===== config.mk =====
export PLATFORM = sky130hd
export DESIGN_NAME = vproc_inst_queue
export DESIGN_NICKNAME = d
export VERILOG_FILES = /design/src/verilog/vproc_pkg.sv /design/src/verilog/vproc_inst_queue.sv
export SDC_FILE = /design/constraint.sdc
export NUM_CORES = 1
export LEC_CHECK = 0
export BUFFER_PORTS_ARGS = -buffer_cell sky130_fd_sc_hd__buf_2
export CAP_MARGIN = 20
export CORE_MARGIN = 10
export CORE_UTILIZATION = 58
export CTS_CLUSTER_DIAMETER = 150
export DETAILED_ROUTE_END_ITERATION = 8
export PLACE_DENSITY = 0.91
export SETUP_SLACK_MARGIN = 0.02
export SLEW_MARGIN = 0
export SYNTH_ARGS = -nofsm -noshare
export SYNTH_HDL_FRONTEND = slang
export SYNTH_SLANG_ARGS = --single-unit

===== constraint.sdc =====
create_clock -name clk -period 7.72 [get_ports clk]
set_input_delay 0.772 -clock clk [delete_from_list [all_inputs] [get_ports clk]]
set_output_delay 0.772 -clock clk [all_outputs]
set_load 0.05 [all_outputs]

===== src/verilog/vproc_pkg.sv =====
/* Vector coprocessor package
   Widths, lane count, instruction fields, lane op codes and writeback control */
package vproc_pkg;

    localparam int XLEN      = 32;  // Scalar and instruction width
    localparam int ELEN      = 32;  // Fixed element width
    localparam int NUM_LANES = 4;   // Element lanes, also the fixed vl
    localparam int NUM_VREGS = 32;

    typedef logic [XLEN-1:0]           word_t;
    typedef logic [ELEN-1:0]           elem_t;
    typedef logic [NUM_LANES*ELEN-1:0] vreg_t;      // Element i at [i*ELEN +: ELEN]
    typedef logic [4:0]                vreg_addr_t;
    typedef logic [NUM_LANES-1:0]      lane_mask_t;
    typedef logic [3:0]                lane_op_t;

    // Major opcode and funct3 forms
    localparam logic [6:0] OPC_VECTOR = 7'b1010111;
    localparam logic [2:0] F3_OPIVV   = 3'b000;
    localparam logic [2:0] F3_OPMVV   = 3'b010;
    localparam logic [2:0] F3_OPIVI   = 3'b011;
    localparam logic [2:0] F3_OPIVX   = 3'b100;

    // funct6 of the integer ops kept
    localparam logic [5:0] F6_VADD  = 6'b000000;
    localparam logic [5:0] F6_VSUB  = 6'b000010;
    localparam logic [5:0] F6_VRSUB = 6'b000011;
    localparam logic [5:0] F6_VMINU = 6'b000100;
    localparam logic [5:0] F6_VMIN  = 6'b000101;
    localparam logic [5:0] F6_VMAXU = 6'b000110;
    localparam logic [5:0] F6_VMAX  = 6'b000111;
    localparam logic [5:0] F6_VAND  = 6'b001001;
    localparam logic [5:0] F6_VOR   = 6'b001010;
    localparam logic [5:0] F6_VXOR  = 6'b001011;
    localparam logic [5:0] F6_VMV   = 6'b010111;  // vmv.v.*, vs2 must be v0
    localparam logic [5:0] F6_VSLL  = 6'b100101;
    localparam logic [5:0] F6_VSRL  = 6'b101000;
    localparam logic [5:0] F6_VSRA  = 6'b101001;
    // OPMVV space
    localparam logic [5:0] F6_VREDSUM   = 6'b000000;
    localparam logic [5:0] F6_VWXUNARY0 = 6'b010000;  // vmv.x.s when vs1 is 0

    // Lane operations
    localparam lane_op_t LOP_NOP    = 4'd0;
    localparam lane_op_t LOP_ADD    = 4'd1;
    localparam lane_op_t LOP_SUB    = 4'd2;
    localparam lane_op_t LOP_RSUB   = 4'd3;
    localparam lane_op_t LOP_AND    = 4'd4;
    localparam lane_op_t LOP_OR     = 4'd5;
    localparam lane_op_t LOP_XOR    = 4'd6;
    localparam lane_op_t LOP_MINU   = 4'd7;
    localparam lane_op_t LOP_MIN    = 4'd8;
    localparam lane_op_t LOP_MAXU   = 4'd9;
    localparam lane_op_t LOP_MAX    = 4'd10;
    localparam lane_op_t LOP_SLL    = 4'd11;
    localparam lane_op_t LOP_SRL    = 4'd12;
    localparam lane_op_t LOP_SRA    = 4'd13;
    localparam lane_op_t LOP_PASS_B = 4'd14;

    typedef struct packed {
        logic       legal;      // Drives is_vec
        logic       wr_reg;     // Write vd
        logic       to_scalar;  // Return element 0 as scalar_result
        logic       reduce;     // Sum lanes into element 0
        vreg_addr_t vd;
    } wb_ctrl_t;

endpackage


===== src/verilog/vproc_inst_queue.sv =====
/* Two-entry instruction and operand queue
   Empty queue shows the incoming instruction straight to dispatch */
`timescale 1ns/1ns

module vproc_inst_queue (
    input  logic            clk,
    input  logic            reset,
    input  logic            inst_valid,
    input  vproc_pkg::word_t instruction,
    input  vproc_pkg::word_t rs1_data,
    input  vproc_pkg::word_t rs2_data,
    output logic            vec_pro_ready,
    output logic            q_valid,
    output vproc_pkg::word_t q_inst,
    output vproc_pkg::word_t q_rs1,
    output vproc_pkg::word_t q_rs2,
    input  logic            q_pop
);
    import vproc_pkg::*;

    word_t      inst_mem [2];
    word_t      rs1_mem  [2];
    word_t      rs2_mem  [2];
    logic       wr_ptr;
    logic       rd_ptr;
    logic [1:0] count;      // 0, 1 or 2 entries
    logic       empty;
    logic       push;
    logic       do_write;
    logic       do_read;

    assign empty         = (count == 2'd0);
    assign vec_pro_ready = (count != 2'd2);        // Not full
    assign push          = inst_valid & vec_pro_ready;
    assign q_valid       = ~empty | inst_valid;

    // Bypass path when nothing is stored
    assign q_inst = empty ? instruction : inst_mem[rd_ptr];
    assign q_rs1  = empty ? rs1_data    : rs1_mem[rd_ptr];
    assign q_rs2  = empty ? rs2_data    : rs2_mem[rd_ptr];

    assign do_write = push & ~(empty & q_pop);     // Bypassed entry is never stored
    assign do_read  = q_pop & ~empty;

    always_ff @(posedge clk) begin
        if (do_write) begin
            inst_mem[wr_ptr] <= instruction;
            rs1_mem[wr_ptr]  <= rs1_data;
            rs2_mem[wr_ptr]  <= rs2_data;
        end
    end

    always_ff @(posedge clk or negedge reset) begin
        if (!reset) begin
            wr_ptr <= 1'b0;
            rd_ptr <= 1'b0;
            count  <= 2'd0;
        end else begin
            if (do_write) wr_ptr <= ~wr_ptr;       // Wraps over two slots
            if (do_read)  rd_ptr <= ~rd_ptr;
            count <= count + {1'b0, do_write} - {1'b0, do_read};
        end
    end

endmodule


* Word-level counts from Yosys, hierarchy flattened
Memory sizes are Yosys's and may differ from the RTL's.
Index checks and enable logic that the tools add are counted.
** Storage, ports and cells
- Register bits :: 4
- Bits in latches :: 0
- Bits in writable memories :: 192
- Bits in read-only memories :: 0
- Output and inout bits :: 98
- Memories :: 3
** Operators by class
- Add/sub/neg operators :: 2
- Multipliers :: 0
- Divide/modulo/power cells :: 0
- Magnitude comparators :: 0
- Equal/unequal tests :: 1
- Shift operators :: 0
- Mux-type cells :: 5
- Bitwise operators :: 9
- Reductions and logical operators :: 1
** Memory list
- inst_mem :: words 2, bits a word 32, rd ports 1, clocked after memory_dff 0, write ports 1, line vproc_inst_queue.sv:21 : word_t inst_mem [2];
- rs1_mem :: words 2, bits a word 32, rd ports 1, clocked after memory_dff 0, write ports 1, line vproc_inst_queue.sv:22 : word_t rs1_mem [2];
- rs2_mem :: words 2, bits a word 32, rd ports 1, clocked after memory_dff 0, write ports 1, line vproc_inst_queue.sv:23 : word_t rs2_mem [2];
** Operators by type and width (number)
- 32-bit two-way mux :: 3
- 1-bit AND :: 4
- 1-bit inverter :: 4
- 2-bit by 1-bit adder with 2-bit output :: 1
- 2-bit zero test :: 1
- 1-bit two-way mux :: 2
- 2-bit != test, second input constant :: 1
- 2-bit by 1-bit subtractor with 2-bit output :: 1
- 1-bit bitwise OR :: 1

* Logic depth before layout (Yosys ltp)
- Depth after elaboration :: 6
- Mapped depth :: 8
- Mapped depth without buffers :: 7

* Least setup slack after synthesis
OpenSTA, ideal clock, no wires.
- Path kind :: in2reg
- From :: in q_pop
- To :: mem inst_mem[0][0] (netlist name), enable pin
- Library setup time :: 551 ps
- Arrival time :: 4988 ps
- Required time :: 7169 ps
- Slack :: 2181 ps
- Stages on the path :: 2
- Buffers on the path :: 0
- Path through :: o21ba_2 nor2_1
** On the way
- Cells in the longest elaborated chain, start to end :: 5
** Ends and longest elaborated chain
- start, declared :: line vproc_inst_queue.sv:17 : input logic q_pop
- 1-bit AND :: line vproc_inst_queue.sv:42 : assign do_write = push & ~(empty & q_pop);
- 1-bit inverter :: line vproc_inst_queue.sv:42
- 1-bit AND :: line vproc_inst_queue.sv:42
- 1-bit two-way mux :: line vproc_inst_queue.sv:46 : if (do_write) begin
- 1-bit two-way mux (implied by the code) :: line vproc_inst_queue.sv:47 : inst_mem[wr_ptr] <= instruction;
- end, declared :: line vproc_inst_queue.sv:21
Every way passes these cells.

* Final worst setup path
- From :: reg count[0]
- To :: out q_inst[30]
** On the way
- Cells in the longest elaborated chain, start to end :: 2
** Ends and longest elaborated chain
- start, declared :: line vproc_inst_queue.sv:26 : logic [1:0] count;
- start signal, assigned :: line vproc_inst_queue.sv:61 : count <= count + {1'b0, do_write} - {1'b0, do_read};
- 2-bit zero test :: line vproc_inst_queue.sv:32 : assign empty = (count == 2'd0);
- 32-bit two-way mux :: line vproc_inst_queue.sv:38 : assign q_inst = empty ? instruction : inst_mem[rd_ptr];
- end, declared :: line vproc_inst_queue.sv:14 : output vproc_pkg::word_t q_inst,
Every way passes these cells.

==> results.json <==
{
  "cts_hold_buffers": 0,
  "grt_max_degree": 104,
  "hold_ws_ns": 0.155,
  "startpoint_type": "flop",
  "hpwl_mm": 12.0,
  "drcViolationCount": 0,
  "htreeDepth": 4,
  "yosys_warnings": 0,
  "final_cell_mix": "buf_2, edfxtp_1, mux2i_1, nor3_1, a21oi_1",
  "syn_area_per_cell_um2": 14.9,
  "ios": 198,
  "critPathCaptureType": "output pin",
  "numPortBuffers": 197,
  "globalplace.congestion": 0.802,
  "cts_tree": "yes",
  "status": "finished clean",
  "fin_tns_setup_ns": 0,
  "via_per_inst": 5.82,
  "first_global_vias": 5369,
  "cp.required_ns": 6.95,
  "max_cap_viol_count": 0,
  "drt-total-wl_mm": 18.8,
  "drive_above_1_share_pct": 32.6,
  "fmax_mhz": 257,
  "cts.sinks": 196,
  "path_class": "reg -> out",
  "grt_pass1_wl_mm": 28.8,
  "rsz0062_at_grt": "false",
  "slew_violations": 0,
  "grt_util_all_layers_pct": 18.5,
  "die-width_um": 139,
  "synth_nets": 649,
  "hold_viol_final": 0,
  "vias": 5352,
  "clkTransAtPathRegs_ns": 0.07,
  "yosysUniqueCellTypes": 23,
  "coreArea_um2": 13800,
  "synth.ff_latch_count": 196,
  "areaGrowthSynthToFinish_pct": 20.5,
  "crit_arrival_ns": 3.12,
  "start_util_pct": 59.1,
  "grt_antenna_before_repair": 2,
  "final_common_cell": "buf_2",
  "drt_iter0_markers": 453,
  "yosysSeqAreaShare_pct": 71.8,
  "post-cts-setup-buffers": 0,
  "n_fill_cell": 903,
  "numCtsBuffers": 17,
  "min_period_ns": 3.89,
  "fin_skew_ns": 0.00525,
  "post_synth_instance_area_um2": 8170,
  "placed_cells": 884,
  "cts_buffer_depth": 2,
  "grt_overflow_total": 0,
  "dieArea_um2": 19200,
  "netlist_instances": 547,
  "post-route-period-util_pct": 50.5,
  "wl_per_cell_um": 20.5,
  "cts_resized": 0,
  "clkLatencyLatePin_ns": 0.42,
  "hold_path_class": "in -> async",
  "postRouteAntennaNets": 0,
  "die_h_um": 139,
  "worstMarginPinSlew_ns": 1.11,
  "r2r_cells": 3,
  "final_cells": 919,
  "row_count": 43,
  "fin_nets": 826,
  "cts_root_buffer": "clkbuf_16",
  "dr.pass1.iters": 5,
  "relSlewSlack_pct": 26.0,
  "setup_viol": 0,
  "crit_fanout": 103
}
routing by layer:
layer  wire [µm]  vias up  GRT usage (%)  part of all wire [%]
met4         507        0           8.46                   2.7
met3        1120       36           4.18                   5.9
met1        7420     2581           22.3                    39
met2        9750      249           31.2                    52
li1            -     2486              -                     -
met5           0        -              0                     0
kinds of logic after synthesis:
| kind of cell | after synthesis | share of synthesized area (%) |
|---|---|---|
| flops | 196 | 71.8 |
| simple gates | 104 | 6.51 |
| compound gates | 100 | 6.26 |
| mux | 96 | 11.8 |
| buf+inv | 46 | 3.03 |
| xor+xnor | 3 | 0.322 |
| fa+ha+maj | 2 | 0.306 |
critical path, stage by stage (launching register included):
cell and delay (ns):
dfrtp_4 1.14, or2_4 0.97, a21oi_1 0.20, buf_2 0.28
final cells by class:
| class | instances | area [µm²] | share of cell area [%] |
|---|---|---|---|
| sequential | 196 | 5880 | 59.7 |
| multi-input combinational | 305 | 2070 | 21.0 |
| timing repair buffer | 202 | 1040 | 10.6 |
| clock buffer | 18 | 429 | 4.36 |
| tap | 180 | 225 | 2.29 |
| clock inverter | 14 | 185 | 1.88 |
| inverter | 2 | 7.51 | 0.0763 |
| antenna | 2 | 5.00 | 0.0509 |
cell usage after synthesis:
cell | instances | share of area [%]
xnor2_1 | 3 | 0.32
ha_1 | 2 | 0.31
buf_6 | 6 | 0.83
dfrtp_1 | 4 | 1.2
o22ai_1 | 1 | 0.077
mux2i_1 | 96 | 12
buf_4 | 4 | 0.37
buf_1 | 1 | 0.046
nor3_1 | 96 | 5.9
a21oi_1 | 96 | 5.9
o21ba_2 | 1 | 0.12
nand2b_1 | 3 | 0.23
inv_1 | 2 | 0.092
nor3b_1 | 1 | 0.092
a21bo_2 | 1 | 0.12
or2_1 | 1 | 0.077
o21ai_0 | 1 | 0.061
nor2_1 | 1 | 0.046
buf_2 | 12 | 0.74
and3b_1 | 1 | 0.11
or3_1 | 1 | 0.077
edfxtp_1 | 192 | 71
clkbuf_1 | 21 | 0.96
state kept, by name, summed over array words and instances (netlist names):
name      cells
rs2_mem      64
wr_ptr        1
inst_mem     64
rs1_mem      64
rd_ptr        1
count         2
path summary, 6_finish.rpt:
path                               startpoint                   endpoint  slack, ns
setup / recovery           count[0]$_DFF_PN0_                 q_inst[30]       3.83
hold / removal                          reset         count[0]$_DFF_PN0_       0.16
setup reg to reg           count[0]$_DFF_PN0_   rs2_mem[1][24]$_DFFE_PP_       4.36
hold reg to reg            count[1]$_DFF_PN0_         count[1]$_DFF_PN0_       0.71
max in group asynchronous               reset         count[1]$_DFF_PN0_       7.42
min in group clk              instruction[24]  inst_mem[1][24]$_DFFE_PP_       0.55
metrics by stage:
stage / utilization, % / setup slack (ns) / instance area [µm²]
finish: 71.2 / 3.83 / 9840
global route: 71.2 / 3.63 / 9840
CTS: 70.9 / 3.81 / 9810
detailed placement: 66.5 / 4.29 / 9200
global placement: 66.5 / 4.38 / 9200
floorplan: - / 2.18 / 8170
Power is not shown: default switching activity piles up to over one toggle a cycle in this logic, so the estimate is an artifact.
