<file path="config.mk">
export PLATFORM = sky130hd
export DESIGN_NAME = vproc_lane_flat
export DESIGN_NICKNAME = d
export VERILOG_FILES = /design/src/verilog/vproc_pkg.sv /design/src/verilog/vproc_lane_if.sv /design/src/verilog/vproc_lane.sv /design/src/flat_wrapper.sv
export SDC_FILE = /design/constraint.sdc
export NUM_CORES = 1
export LEC_CHECK = 0
export BUFFER_PORTS_ARGS = -buffer_cell sky130_fd_sc_hd__buf_2
export CAP_MARGIN = 25
export CORE_MARGIN = 4
export CORE_UTILIZATION = 42
export CTS_CLUSTER_SIZE = 8
export DETAILED_ROUTE_END_ITERATION = 10
export PLACE_DENSITY = 0.58
export RECOVER_POWER = 25
export SYNTH_ARGS = -nofsm -noshare
export SYNTH_HDL_FRONTEND = slang
export SYNTH_SLANG_ARGS = --single-unit
</file>
<file path="constraint.sdc">
create_clock -name clk -period 0.8 [get_ports clk]
set_input_delay 0 -clock clk [delete_from_list [all_inputs] [get_ports clk]]
set_output_delay 0 -clock clk [all_outputs]
set_load 0.005 [all_outputs]
</file>
<file path="src/verilog/vproc_pkg.sv">
/* Vector coprocessor package
   Widths, lane count, instruction fields, lane op codes and writeback control */
package vproc_pkg;

    localparam int XLEN      = 32;  // Scalar and instruction width
    localparam int ELEN      = 32;  // Fixed element width
    localparam int NUM_LANES = 4;   // Element lanes, also the fixed vl
    localparam int NUM_VREGS = 32;

    typedef logic [XLEN-1:0]           word_t;
    typedef logic [ELEN-1:0]           elem_t;
    typedef logic [NUM_LANES*ELEN-1:0] vreg_t;      // Element i at [i*ELEN +: ELEN]
    typedef logic [4:0]                vreg_addr_t;
    typedef logic [NUM_LANES-1:0]      lane_mask_t;
    typedef logic [3:0]                lane_op_t;

    // Major opcode and funct3 forms
    localparam logic [6:0] OPC_VECTOR = 7'b1010111;
    localparam logic [2:0] F3_OPIVV   = 3'b000;
    localparam logic [2:0] F3_OPMVV   = 3'b010;
    localparam logic [2:0] F3_OPIVI   = 3'b011;
    localparam logic [2:0] F3_OPIVX   = 3'b100;

    // funct6 of the integer ops kept
    localparam logic [5:0] F6_VADD  = 6'b000000;
    localparam logic [5:0] F6_VSUB  = 6'b000010;
    localparam logic [5:0] F6_VRSUB = 6'b000011;
    localparam logic [5:0] F6_VMINU = 6'b000100;
    localparam logic [5:0] F6_VMIN  = 6'b000101;
    localparam logic [5:0] F6_VMAXU = 6'b000110;
    localparam logic [5:0] F6_VMAX  = 6'b000111;
    localparam logic [5:0] F6_VAND  = 6'b001001;
    localparam logic [5:0] F6_VOR   = 6'b001010;
    localparam logic [5:0] F6_VXOR  = 6'b001011;
    localparam logic [5:0] F6_VMV   = 6'b010111;  // vmv.v.*, vs2 must be v0
    localparam logic [5:0] F6_VSLL  = 6'b100101;
    localparam logic [5:0] F6_VSRL  = 6'b101000;
    localparam logic [5:0] F6_VSRA  = 6'b101001;
    // OPMVV space
    localparam logic [5:0] F6_VREDSUM   = 6'b000000;
    localparam logic [5:0] F6_VWXUNARY0 = 6'b010000;  // vmv.x.s when vs1 is 0

    // Lane operations
    localparam lane_op_t LOP_NOP    = 4'd0;
    localparam lane_op_t LOP_ADD    = 4'd1;
    localparam lane_op_t LOP_SUB    = 4'd2;
    localparam lane_op_t LOP_RSUB   = 4'd3;
    localparam lane_op_t LOP_AND    = 4'd4;
    localparam lane_op_t LOP_OR     = 4'd5;
    localparam lane_op_t LOP_XOR    = 4'd6;
    localparam lane_op_t LOP_MINU   = 4'd7;
    localparam lane_op_t LOP_MIN    = 4'd8;
    localparam lane_op_t LOP_MAXU   = 4'd9;
    localparam lane_op_t LOP_MAX    = 4'd10;
    localparam lane_op_t LOP_SLL    = 4'd11;
    localparam lane_op_t LOP_SRL    = 4'd12;
    localparam lane_op_t LOP_SRA    = 4'd13;
    localparam lane_op_t LOP_PASS_B = 4'd14;

    typedef struct packed {
        logic       legal;      // Drives is_vec
        logic       wr_reg;     // Write vd
        logic       to_scalar;  // Return element 0 as scalar_result
        logic       reduce;     // Sum lanes into element 0
        vreg_addr_t vd;
    } wb_ctrl_t;

endpackage

</file>
<file path="src/verilog/vproc_lane_if.sv">
/* One element lane link
   Dispatch issues op and operands, the lane returns a registered result */
`timescale 1ns/1ns

interface vproc_lane_if;
    import vproc_pkg::*;

    logic     op_valid;   // One cycle per issued instruction
    lane_op_t op;
    elem_t    a;          // vs2 element
    elem_t    b;          // vs1 element, scalar or immediate
    logic     res_valid;  // One cycle after op_valid
    elem_t    res;

    modport dispatch (
        output op_valid, op, a, b
    );

    modport lane (
        input  op_valid, op, a, b,
        output res_valid, res
    );

    modport writeback (
        input res_valid, res
    );

endinterface

</file>
<file path="src/verilog/vproc_lane.sv">
/* Element lane
   32-bit ALU on a and b, result registered one cycle after op_valid */
`timescale 1ns/1ns

module vproc_lane (
    input  logic       clk,
    input  logic       reset,
    vproc_lane_if.lane lane
);
    import vproc_pkg::*;

    elem_t      alu;
    logic [4:0] shamt;     // Only the low 5 bits of b shift

    assign shamt = lane.b[4:0];

    always_comb begin
        case (lane.op)
            LOP_ADD:    alu = lane.a + lane.b;
            LOP_SUB:    alu = lane.a - lane.b;
            LOP_RSUB:   alu = lane.b - lane.a;                 // Reverse operands
            LOP_AND:    alu = lane.a & lane.b;
            LOP_OR:     alu = lane.a | lane.b;
            LOP_XOR:    alu = lane.a ^ lane.b;
            LOP_MINU:   alu = (lane.a < lane.b) ? lane.a : lane.b;
            LOP_MIN:    alu = ($signed(lane.a) < $signed(lane.b)) ? lane.a : lane.b;
            LOP_MAXU:   alu = (lane.a > lane.b) ? lane.a : lane.b;
            LOP_MAX:    alu = ($signed(lane.a) > $signed(lane.b)) ? lane.a : lane.b;
            LOP_SLL:    alu = lane.a << shamt;
            LOP_SRL:    alu = lane.a >> shamt;                 // Zero fill
            LOP_SRA:    alu = elem_t'($signed(lane.a) >>> shamt);  // Sign fill
            LOP_PASS_B: alu = lane.b;
            default:    alu = '0;                              // NOP
        endcase
    end

    always_ff @(posedge clk or negedge reset) begin
        if (!reset) begin
            lane.res_valid <= 1'b0;
        end else begin
            lane.res_valid <= lane.op_valid;
        end
    end

    always_ff @(posedge clk) begin
        if (lane.op_valid) lane.res <= alu;
    end

endmodule

</file>
<file path="src/flat_wrapper.sv">
// flat-port wrapper written by rule: the top's interface ports become plain ports
module vproc_lane_flat import vproc_pkg::*;
  (clk, reset, lane_op_valid, lane_op, lane_a, lane_b, lane_res_valid, lane_res);
  vproc_lane_if lane_i ();
  input  logic clk;
  input  logic reset;
  input wire logic [$bits(lane_i.op_valid)-1:0] lane_op_valid;
  input wire logic [$bits(lane_i.op)-1:0] lane_op;
  input wire logic [$bits(lane_i.a)-1:0] lane_a;
  input wire logic [$bits(lane_i.b)-1:0] lane_b;
  output wire logic [$bits(lane_i.res_valid)-1:0] lane_res_valid;
  output wire logic [$bits(lane_i.res)-1:0] lane_res;
  assign lane_i.op_valid = lane_op_valid;
  assign lane_i.op = lane_op;
  assign lane_i.a = lane_a;
  assign lane_i.b = lane_b;
  assign lane_res_valid = lane_i.res_valid;
  assign lane_res = lane_i.res;
  vproc_lane u_core (.clk(clk), .reset(reset), .lane(lane_i));
endmodule
</file>
== Word level (Yosys, flattened, before mapping) ==
Cells that the tools add are included.

* Register bits after elaboration: 33
* Output and inout port bits: 33
* Logic and storage cells: 34

* Add/subtract/negate cells: 3
* $lt $le $gt $ge: 4
* Equal/unequal tests: 14
* Shifts and indexed selects: 3
* Mux-type cells: 5
* Bitwise operators: 3

{| class="wikitable"
|+ Operators with widths
! operator !! count
|-
| $pmux 32 s14 || 1
|-
| $mux 32 || 4
|-
| $gt 32x32->1 || 2
|-
| $lt 32x32->1 || 2
|-
| $sub 32x32->32 || 2
|-
| $add 32x32->32 || 1
|-
| $and 32x32->32 || 1
|-
| $or 32x32->32 || 1
|-
| $shl 32x5->32 || 1
|-
| $shr 32x5->32 || 1
|-
| $sshr 32x5->32 || 1
|-
| $xor 32x32->32 || 1
|-
| $eq 4x4->1 const B || 7
|-
| $eq 4x3->1 const B || 4
|-
| $eq 4x2->1 const B || 2
|-
| $eq 4x1->1 const B || 1
|}

== Longest topological paths before layout ==
Gate-level depths: netlist (run 1).

* Word-level depth: 3
* Depth in mapped cells: 18
* Gate-level depth less buffers: 17

== Worst setup path after synthesis (run 1) ==
Ideal clock, no wire load.

* Path type: input-to-reg
* From: input port lane_op[3]
* To: register u_core.lane.res[30] (data pin)
* Library setup time: 271 ps
* Arrival: 3628 ps
* Required time: 529 ps
* Path slack: -3100 ps
* Stages on the path: 18
* Cells stage by stage: buf_1 -> nand2b_1 -> nor2_1 -> and2_1 -> clkbuf_1 -> buf_1 -> nor2_1 -> xnor2_1 -> ha_1 -> nor2b_1 -> o2111ai_1 -> and3_1 -> o21ai_1 -> o31a_1 -> a211o_1 -> a311oi_1 -> xor2_1 -> o211ai_1

* Cells in the longest elaborated chain, start to end: 2

{| class="wikitable"
|+ Ends and longest elaborated chain
! item !! RTL line !! RTL
|-
| start: declaration || flat_wrapper.sv:8 || <nowiki>input wire logic [$bits(lane_i.op)-1:0] lane_op;</nowiki>
|-
| $eq 4x4->1 (tied with other cells) || vproc_lane.sv:18 || <nowiki>case (lane.op)</nowiki>
|-
| $pmux 32 s14 (*) || vproc_lane.sv:18 ||
|-
| named net u_core.alu[30] || vproc_lane.sv:12 || <nowiki>elem_t alu;</nowiki>
|-
| end signal: assignment || vproc_lane.sv:46 || <nowiki>if (lane.op_valid) lane.res <= alu;</nowiki>
|-
| end: declaration || vproc_lane_if.sv:21 || <nowiki>output res_valid, res</nowiki>
|}

Mark *: on every way through the listed nets, which the timed path passes. The rest lies on a longest branch.
A chain may end at the register's enable or synchronous reset.

== Worst setup path after layout (run 1) ==
* From: input port lane_a[9]
* To: register u_core.lane.res[29] (data pin)

* Cells in the longest elaborated chain, start to end: 3

{| class="wikitable"
|+ Ends and longest elaborated chain
! item !! RTL line !! RTL
|-
| start: declaration || flat_wrapper.sv:9 || <nowiki>input wire logic [$bits(lane_i.a)-1:0] lane_a;</nowiki>
|-
| $gt 32x32->1 (tied with other cells) || vproc_lane.sv:28 || <nowiki>LOP_MAX: alu = ($signed(lane.a) > $signed(lane.b)) ? lane.a : lane.b;</nowiki>
|-
| $mux 32, on equally long branches || -- ||
|-
| $pmux 32 s14 (*) || vproc_lane.sv:18 ||
|-
| named net u_core.alu[29] || vproc_lane.sv:12 ||
|}

Marks and branches as above.

==> results of run 1 <==
[registers in the layout, summed over array words and instances (netlist names)]
register / flops
u_core.lane.res: 32
u_core.lane.res_valid: 1
[per-layer routing]
metal / up-vias / wire length, µm
met2: 1125 / 30430
met4: 0 / 5286
met1: 7993 / 27090
met3: 248 / 6953
li1: 7393 / -
met5: - / 0
[path summary, 6_finish.rpt]
| check | cells after the start | slack [ns] | start | to |
|---|---|---|---|---|
| worst max-delay path | 19 | -2.46 | lane_a[9] | u_core.lane.res[29] |
| worst min-delay path | 2 | 0.0007 | reset | u_core.lane.res_valid |
| max in group asynchronous | 2 | 0.70 | reset | u_core.lane.res_valid |
| min in group clk | 2 | 0.14 | lane_a[1] | u_core.lane.res[1] |
[through the flow]
step / cell area (µm²) / TNS, ns / utilization, % / power [mW] / hold slack (ns)
finish: 18970 / -73.80 / 65.55 / 19.40 / 0.0006855
global route: 18970 / -76.65 / 65.55 / 20.25 / 0.01267
CTS: 18680 / -71.57 / 64.57 / 18.70 / 0.006434
detailed placement: 17570 / -85.49 / 60.71 / 15.19 / -0.2239
global placement: 17570 / -84.37 / 60.71 / 15.09 / -0.2253
floorplan: 12860 / -71.21 / - / 8.964 / -0.2956
[power by group through the flow]
stage	registers (mW)	logic (mW)	clock network, mW
final	2.33	14.5	2.55
after CTS	2.33	13.8	2.58
after detailed placement	2.36	12.8	0
after global placement	2.36	12.7	0
after floorplan	2.39	6.57	0
after global routing	2.34	15.2	2.66
[synthesized netlist by cell type, drive strengths merged (12+ instances only)]
master,instances,area share (%)
a21o,24,1.5
buf,46,2.0
nor3,33,1.3
nor2b,16,0.83
a221oi,35,2.6
mux2i,75,6.1
a221o,19,1.5
o21ai,116,4.7
nand2,132,4.0
o211ai,31,2.0
a21oi,98,4.0
o221ai,12,0.85
o22ai,20,1.0
nor2,165,5.0
nor4,16,1.1
ha,128,13
o2111ai,13,0.92
and3,13,0.70
nand2b,21,1.1
mux4,57,10
a22oi,12,0.73
clkbuf,90,2.7
a31oi,28,1.4
a211oi,23,1.4
nand4,12,0.61
xor2,17,1.2
inv,101,3.1
edfxtp,32,7.7
nand3,40,1.8
xnor2,63,4.4
[cell families (layout without fill, tap and decap cells)]
family,count (synthesis),in the layout,share of synthesized area [%]
AOI/OAI and AO/OA,526,526,29.24
xor gates and xnor gates,80,80,5.648
adders and majority gates,130,130,13.23
buffers and inverters,239,836,7.796
DFF,33,33,7.948
muxes,140,140,17.13
and+or+nand+nor,493,494,19.01
[repair_timing]
action	CTS	global route
cloned	2	0
pin swaps	62	44
buffers inserted	38	14
hold endpoints to repair	1	0
setup endpoints to repair	48	65
hold buffers	1	0
gates resized for setup	126	49
[cells in the final DEF (no fill, tap or decap), types with 12 or more instances in the layout]
master / Yosys / routed
a211oi_1: 23 / 21
a21o_1: 24 / 24
a21oi_1: 98 / 84
a221o_1: 19 / 19
a221oi_1: 32 / 19
a22oi_1: 12 / 12
a31oi_1: 28 / 24
buf_2: 23 / 95
buf_4: 5 / 586
buf_6: 3 / 28
edfxtp_1: 32 / 32
ha_1: 128 / 121
inv_1: 100 / 92
mux2i_1: 75 / 72
mux4_2: 57 / 57
nand2_1: 132 / 127
nand2b_1: 21 / 20
nand3_1: 38 / 32
nand4_1: 12 / 12
nor2_1: 165 / 160
nor2b_1: 15 / 13
nor3_1: 33 / 24
o211ai_1: 29 / 29
o21ai_0: 108 / 94
o21ai_1: 7 / 13
o22ai_1: 20 / 18
xnor2_1: 63 / 56
xor2_1: 17 / 16
[area by class of cell]
type                    instances  share of cell area [%]
repair buffers                725                   28.71
flip-flops and latches         33                   5.198
clock buffers                   6                  0.7322
multi-input cells            1370                   60.49
well taps                     384                   2.533
clock inverters                 2                  0.1979
inverters                     103                   2.131
==> out/metrics.cfg, run 1 <==
[global_route]
grt_pass1_vias=16340
grt_use_total_pct=40.83
met1_usage_pct=52.78
met2_usage_pct=63.39
busiest_layer=met2
grt_pass1_wl_um=102900
grt_antenna_before_repair=0
overflow=0
grt_max_degree=55
grt_use_met3_pct=7.842

[power_and_ir_drop]
power_density_nw_per_um2=1023
leakage_nw=8.721
p_comb_share_pct=74.9
seqPwrFrac_pct=12.0
power.internal_mw=10.54
p_sw_mw=8.856
vdd_drop_max_mv=0.7951
clkPwrFrac_pct=13.1
swShare_pct=45.66

[floorplanning]
start_util_pct=42.87
ioPinCount=104
dieHeight_um=179.9
row_count=62
die_area_um2=32350
coreArea_um2=28940
die_width_um=179.9

[worst_setup_path]
critical_path_buf_inv_count=4
crit_fanout=3
cp-end-kind=flip-flop
cp_top_family=simple AND/OR/NAND/NOR gates
critPathKind=in -> reg
cp.arrival_ns=3.30
startpoint_type=input port
crit_top_cell=buf_6
max_stage_delay_ns=0.36
cp_slowest_cell=ha_2
required_ns=0.84
path_cells=buf_8, nor4_4, and3_4, buf_6, nand3_4, buf_6, o21ai_2, xnor2_1, ha_2, nand3_2, a211o_1, nor3b_2, nand3_2, buf_6, a21oi_4, a221oi_4, nor2b_1, mux2i_1, o211ai_1

[timing]
rsz0062_at_grt=yes
tightest_slew_ns=0.8184
drv_slew=0
maxSlewHeadroom_pct=44.97
hold_viol=0
fin_crit_ns=3.263
period_share_pct=407.9
setup_viol=45
fmax_mhz=306.5
setup_ws_ns=-2.463

[synthesis]
synth-edff-count=32
ys_types=89
netlist_area_um2=12410
synth_seq_area_share_pct=7.948
synth_seq_cells=33
avgSynthCellArea_um2=7.560
synth_flop_cell=edfxtp_1
postSynthCellCount=1641
ys_warn_count=0
synth-async-reset-ratio_pct=3.030
synth.net_count=1842

[run]
cap_violations=0

[routing]
drc=0
drtIter0Drc=2108
firstDrtPassIters=5
vias=16760
routed_wl_um=69760
avgViaCountPerCell=6.389
wl_per_cell_um=26.60
ant_nets=0

[clock_tree]
cts-buffers-inserted=5
clk_pin_slew_ns=0.07
h-tree-depth=2
clock_tree.root_cell=clkbuf_16
cts_tree=done
cts.sinks=33
cts_max_path_buffers=2

[layout]
nets=2439
synthToLayoutAreaGrowth_pct=52.90
regArea_um2=985.9
fin_cells=2623
fill_cells=2578
antenna_cells=0
drive_gt1_share_pct=42.92
multi_input_area_um2=11470

[place]
dpl.hpwl_um=54790
place_ws_ns=-3.313
globalplace.congestion=1.101
port_buffers=103
post-place-cells=2569

[min_path]
hold_class=in -> async

[run_status]
status=finished with violations
violations=setup timing

Power figures use the tool's default switching activity.
==> run 2: changes to the inputs <==
Settings changed: CORE_MARGIN 4 to default, PLACE_DENSITY 0.58 to 0.61.
Clock period 0.8 ns to 2.9 ns, I/O delays scaled along.
==> run 2 against run 1 <==
The flow finishes with violations (capacitance limit, slew limit, setup timing). Setup slack better by 2.0 ns. Die area fell by 6.6%. Via count is essentially flat. Total power down 72%. Critical path type unchanged. Critical endpoint is now u_core.lane.res[17].
==> out/metrics.cfg, run 2 (synthesized netlist as in run 1, its figures left out) <==
[routing]
routed_wl_um=70910  ; was 69760 µm
avgViaCountPerCell=6.482  ; was 6.389
drc=0  ; unchanged
firstDrtPassIters=6  ; was 5
ant_nets=0  ; unchanged
vias=16770  ; was 16760
drtIter0Drc=2094  ; was 2108
wl_per_cell_um=27.41  ; was 26.60 µm

[global_route]
overflow=0  ; unchanged
grt_pass1_vias=16310  ; was 16340
grt_antenna_before_repair=2  ; was 0
grt_use_total_pct=45.32  ; was 40.83%
grt_max_degree=87  ; was 55
grt_pass1_wl_um=102200  ; was 102900 µm

[layout]
mostFrequentLayoutCell=buf_4  ; unchanged
finish.utilization_pct=65.74  ; was 65.55%
fin_area_um2=18970  ; about the same
drive_gt1_share_pct=43.30  ; was 42.92%
synthToLayoutAreaGrowth_pct=52.92  ; was 52.90%
reg_top3=u_core.lane.res (32), u_core.lane.res_valid (1)  ; unchanged
nets=2403  ; was 2439
antenna_cells=0  ; unchanged
largest_register=u_core.lane.res  ; unchanged
largest_register_ffs=32  ; unchanged
layout_common_cells=buf_4 (549), nor2_1 (157), nand2_1 (119), ha_1 (114), inv_1 (88)  ; was buf_4 (586), nor2_1 (160), nand2_1 (127), ha_1 (121), buf_2 (95)

[worst_setup_path]
crit_start=lane_op[3]  ; was lane_a[9]
cp-end-kind=flip-flop  ; unchanged
path_cells=buf_6, nand2b_4, nor2_4, and2_4, buf_12, nor2_1, xnor2_1, ha_2, o2111ai_4, buf_4, nand4_1, nand2_2, o31ai_4, xor2_2, a21oi_4, o21ai_2, or4_1  ; was buf_8, nor4_4, and3_4, buf_6, nand3_4, buf_6, o21ai_2, xnor2_1, ha_2, nand3_2, a211o_1, nor3b_2, nand3_2, buf_6, a21oi_4, a221oi_4, nor2b_1, mux2i_1, o211ai_1
max_stage_delay_ns=0.52  ; was 0.36 ns
critPathKind=in -> reg  ; unchanged
cp_top_family=simple AND/OR/NAND/NOR gates  ; unchanged
crit_fanout=7  ; was 3
startpoint_type=input port  ; unchanged
cp.arrival_ns=3.42  ; was 3.30 ns
required_ns=2.94  ; was 0.84 ns
cp_slowest_cell=or4_1  ; was ha_2
critical_path_buf_inv_count=3  ; was 4

[clock_tree]
cts-buffers-inserted=5  ; unchanged
cts_tree=done  ; unchanged
clk_pin_slew_ns=0.07  ; about the same
h-tree-depth=2  ; unchanged
cts.sinks=33  ; unchanged
cts_max_path_buffers=2  ; unchanged
clock_tree.root_cell=clkbuf_16  ; unchanged

[min_path]
hold_class=in -> reg  ; was in -> async
holdPathEnd=u_core.lane.res[9]
worstHoldStart=lane_b[9]
hold_depth=4

[timing]
fmax_mhz=295.7
period_share_pct=116.6
maxSlewHeadroom_pct=-58.50  ; was 44.97%
fin_crit_ns=3.382
timing.setup.tns_ns=-5.567  ; was -73.80 ns
drv_slew=34  ; was 0
tightest_slew_ns=2.377  ; was 0.8184 ns
setup_ws_ns=-0.4821  ; was -2.463 ns
whs_ns=0.1442  ; was 0.0006855 ns
setup_viol=29  ; was 45
hold_viol=0  ; unchanged
rsz0062_at_grt=yes  ; unchanged

[place]
globalplace.congestion=1.076  ; was 1.101
dpl.hpwl_um=55250  ; was 54790 µm
place_area_um2=17230  ; was 17570 µm²
port_buffers=103  ; unchanged

[floorplanning]
dieHeight_um=173.9  ; was 179.9 µm
row_count=62  ; unchanged
ioPinCount=104  ; unchanged
die_width_um=173.9  ; was 179.9 µm
coreArea_um2=28860  ; was 28940 µm²
die_area_um2=30230  ; was 32350 µm²
start_util_pct=42.99  ; was 42.87%

[run]
cap_violations=1  ; was 0

[run_status]
violations=capacitance limit, slew limit, setup timing  ; was setup timing
status=finished with violations  ; unchanged

[power_and_ir_drop]
power_density_nw_per_um2=284.3  ; was 1023 nW/µm²
leakage_nw=8.618  ; was 8.721 nW
vdd_drop_max_mv=0.2357  ; was 0.7951 mV

-- run 2: changes by cell type in the layout (fill, tap and decap cells not counted), sizes merged --
cell         change
clkbuf           +3
buf             -40
nand3            -1
inv              -1
dlygate4sd3      +1
clkinv           +2
-- run 2: per-stage QoR --
stage | cells | setup WS, ns | total power, mW
2_1_floorplan | 1641 | -0.3018 | 2.468
3_3_place_gp | 2522 | -1.139 | 4.140
3_5_place_dp | 2522 | -1.131 | 4.176
4_1_cts | 2565 | -0.3686 | 5.053
5_1_grt | 2587 | -0.5308 | 5.596
6_report | 2587 | -0.4821 | 5.393
-- run 2: power by group --
group	internal [mW]	switching, mW
sequential	0.624	0.0329
clock	0.404	0.268
combinational	1.87	2.19
-- run 2: worst min-delay path, delay by kind of cell --
kind | cells | cell delay, ns
buffers and inverters | 2 | 0.23
AOI/OAI and AO/OA | 2 | 0.11
-- run 2: what timing repair did --
| item | in CTS | in global routing |
|---|---|---|
| resized for setup | 111 | 126 |
| setup endpoints to repair | 32 | 32 |
| pin swaps | 75 | 97 |
| gates cloned | 1 | 0 |
| setup buffers | 32 | 23 |
| endpoints found under the hold margin | 1 | 0 |
| hold buffers | 2 | 0 |
-- run 2: final cells by class --
cell class	count	area, µm²
Timing Repair Buffer	690	5265
Tap cell	384	480.5
Multi-Input combinational cell	1369	11660
Fill cell	2547	9887
Clock buffer	5	125.1
Sequential cell	33	985.9
Clock inverter	3	41.29
Inverter	103	414.1
-- run 2: worst max path at each step --
stage / to / slack, ns / cells after the start
final: u_core.lane.res[17] / -0.48 / 17
after CTS: u_core.lane.res[17] / -0.37 / 18
after detailed placement: u_core.lane.res[29] / -1.13 / 17
after floorplan: u_core.lane.res[30] / -0.30 / 18
after global routing: u_core.lane.res[29] / -0.53 / 17
after global placement: u_core.lane.res[29] / -1.14 / 17
-- run 2: per-layer routing --
metal	share of wire, %	up-vias	wire [µm]	GRT usage (%)
li1	-	7320	-	-
met1	38	7971	27060	56.15
met2	44	1157	31070	71.07
met3	9.7	317	6898	8.838
met4	8.2	4	5845	30.88
met5	0.059	-	42	0
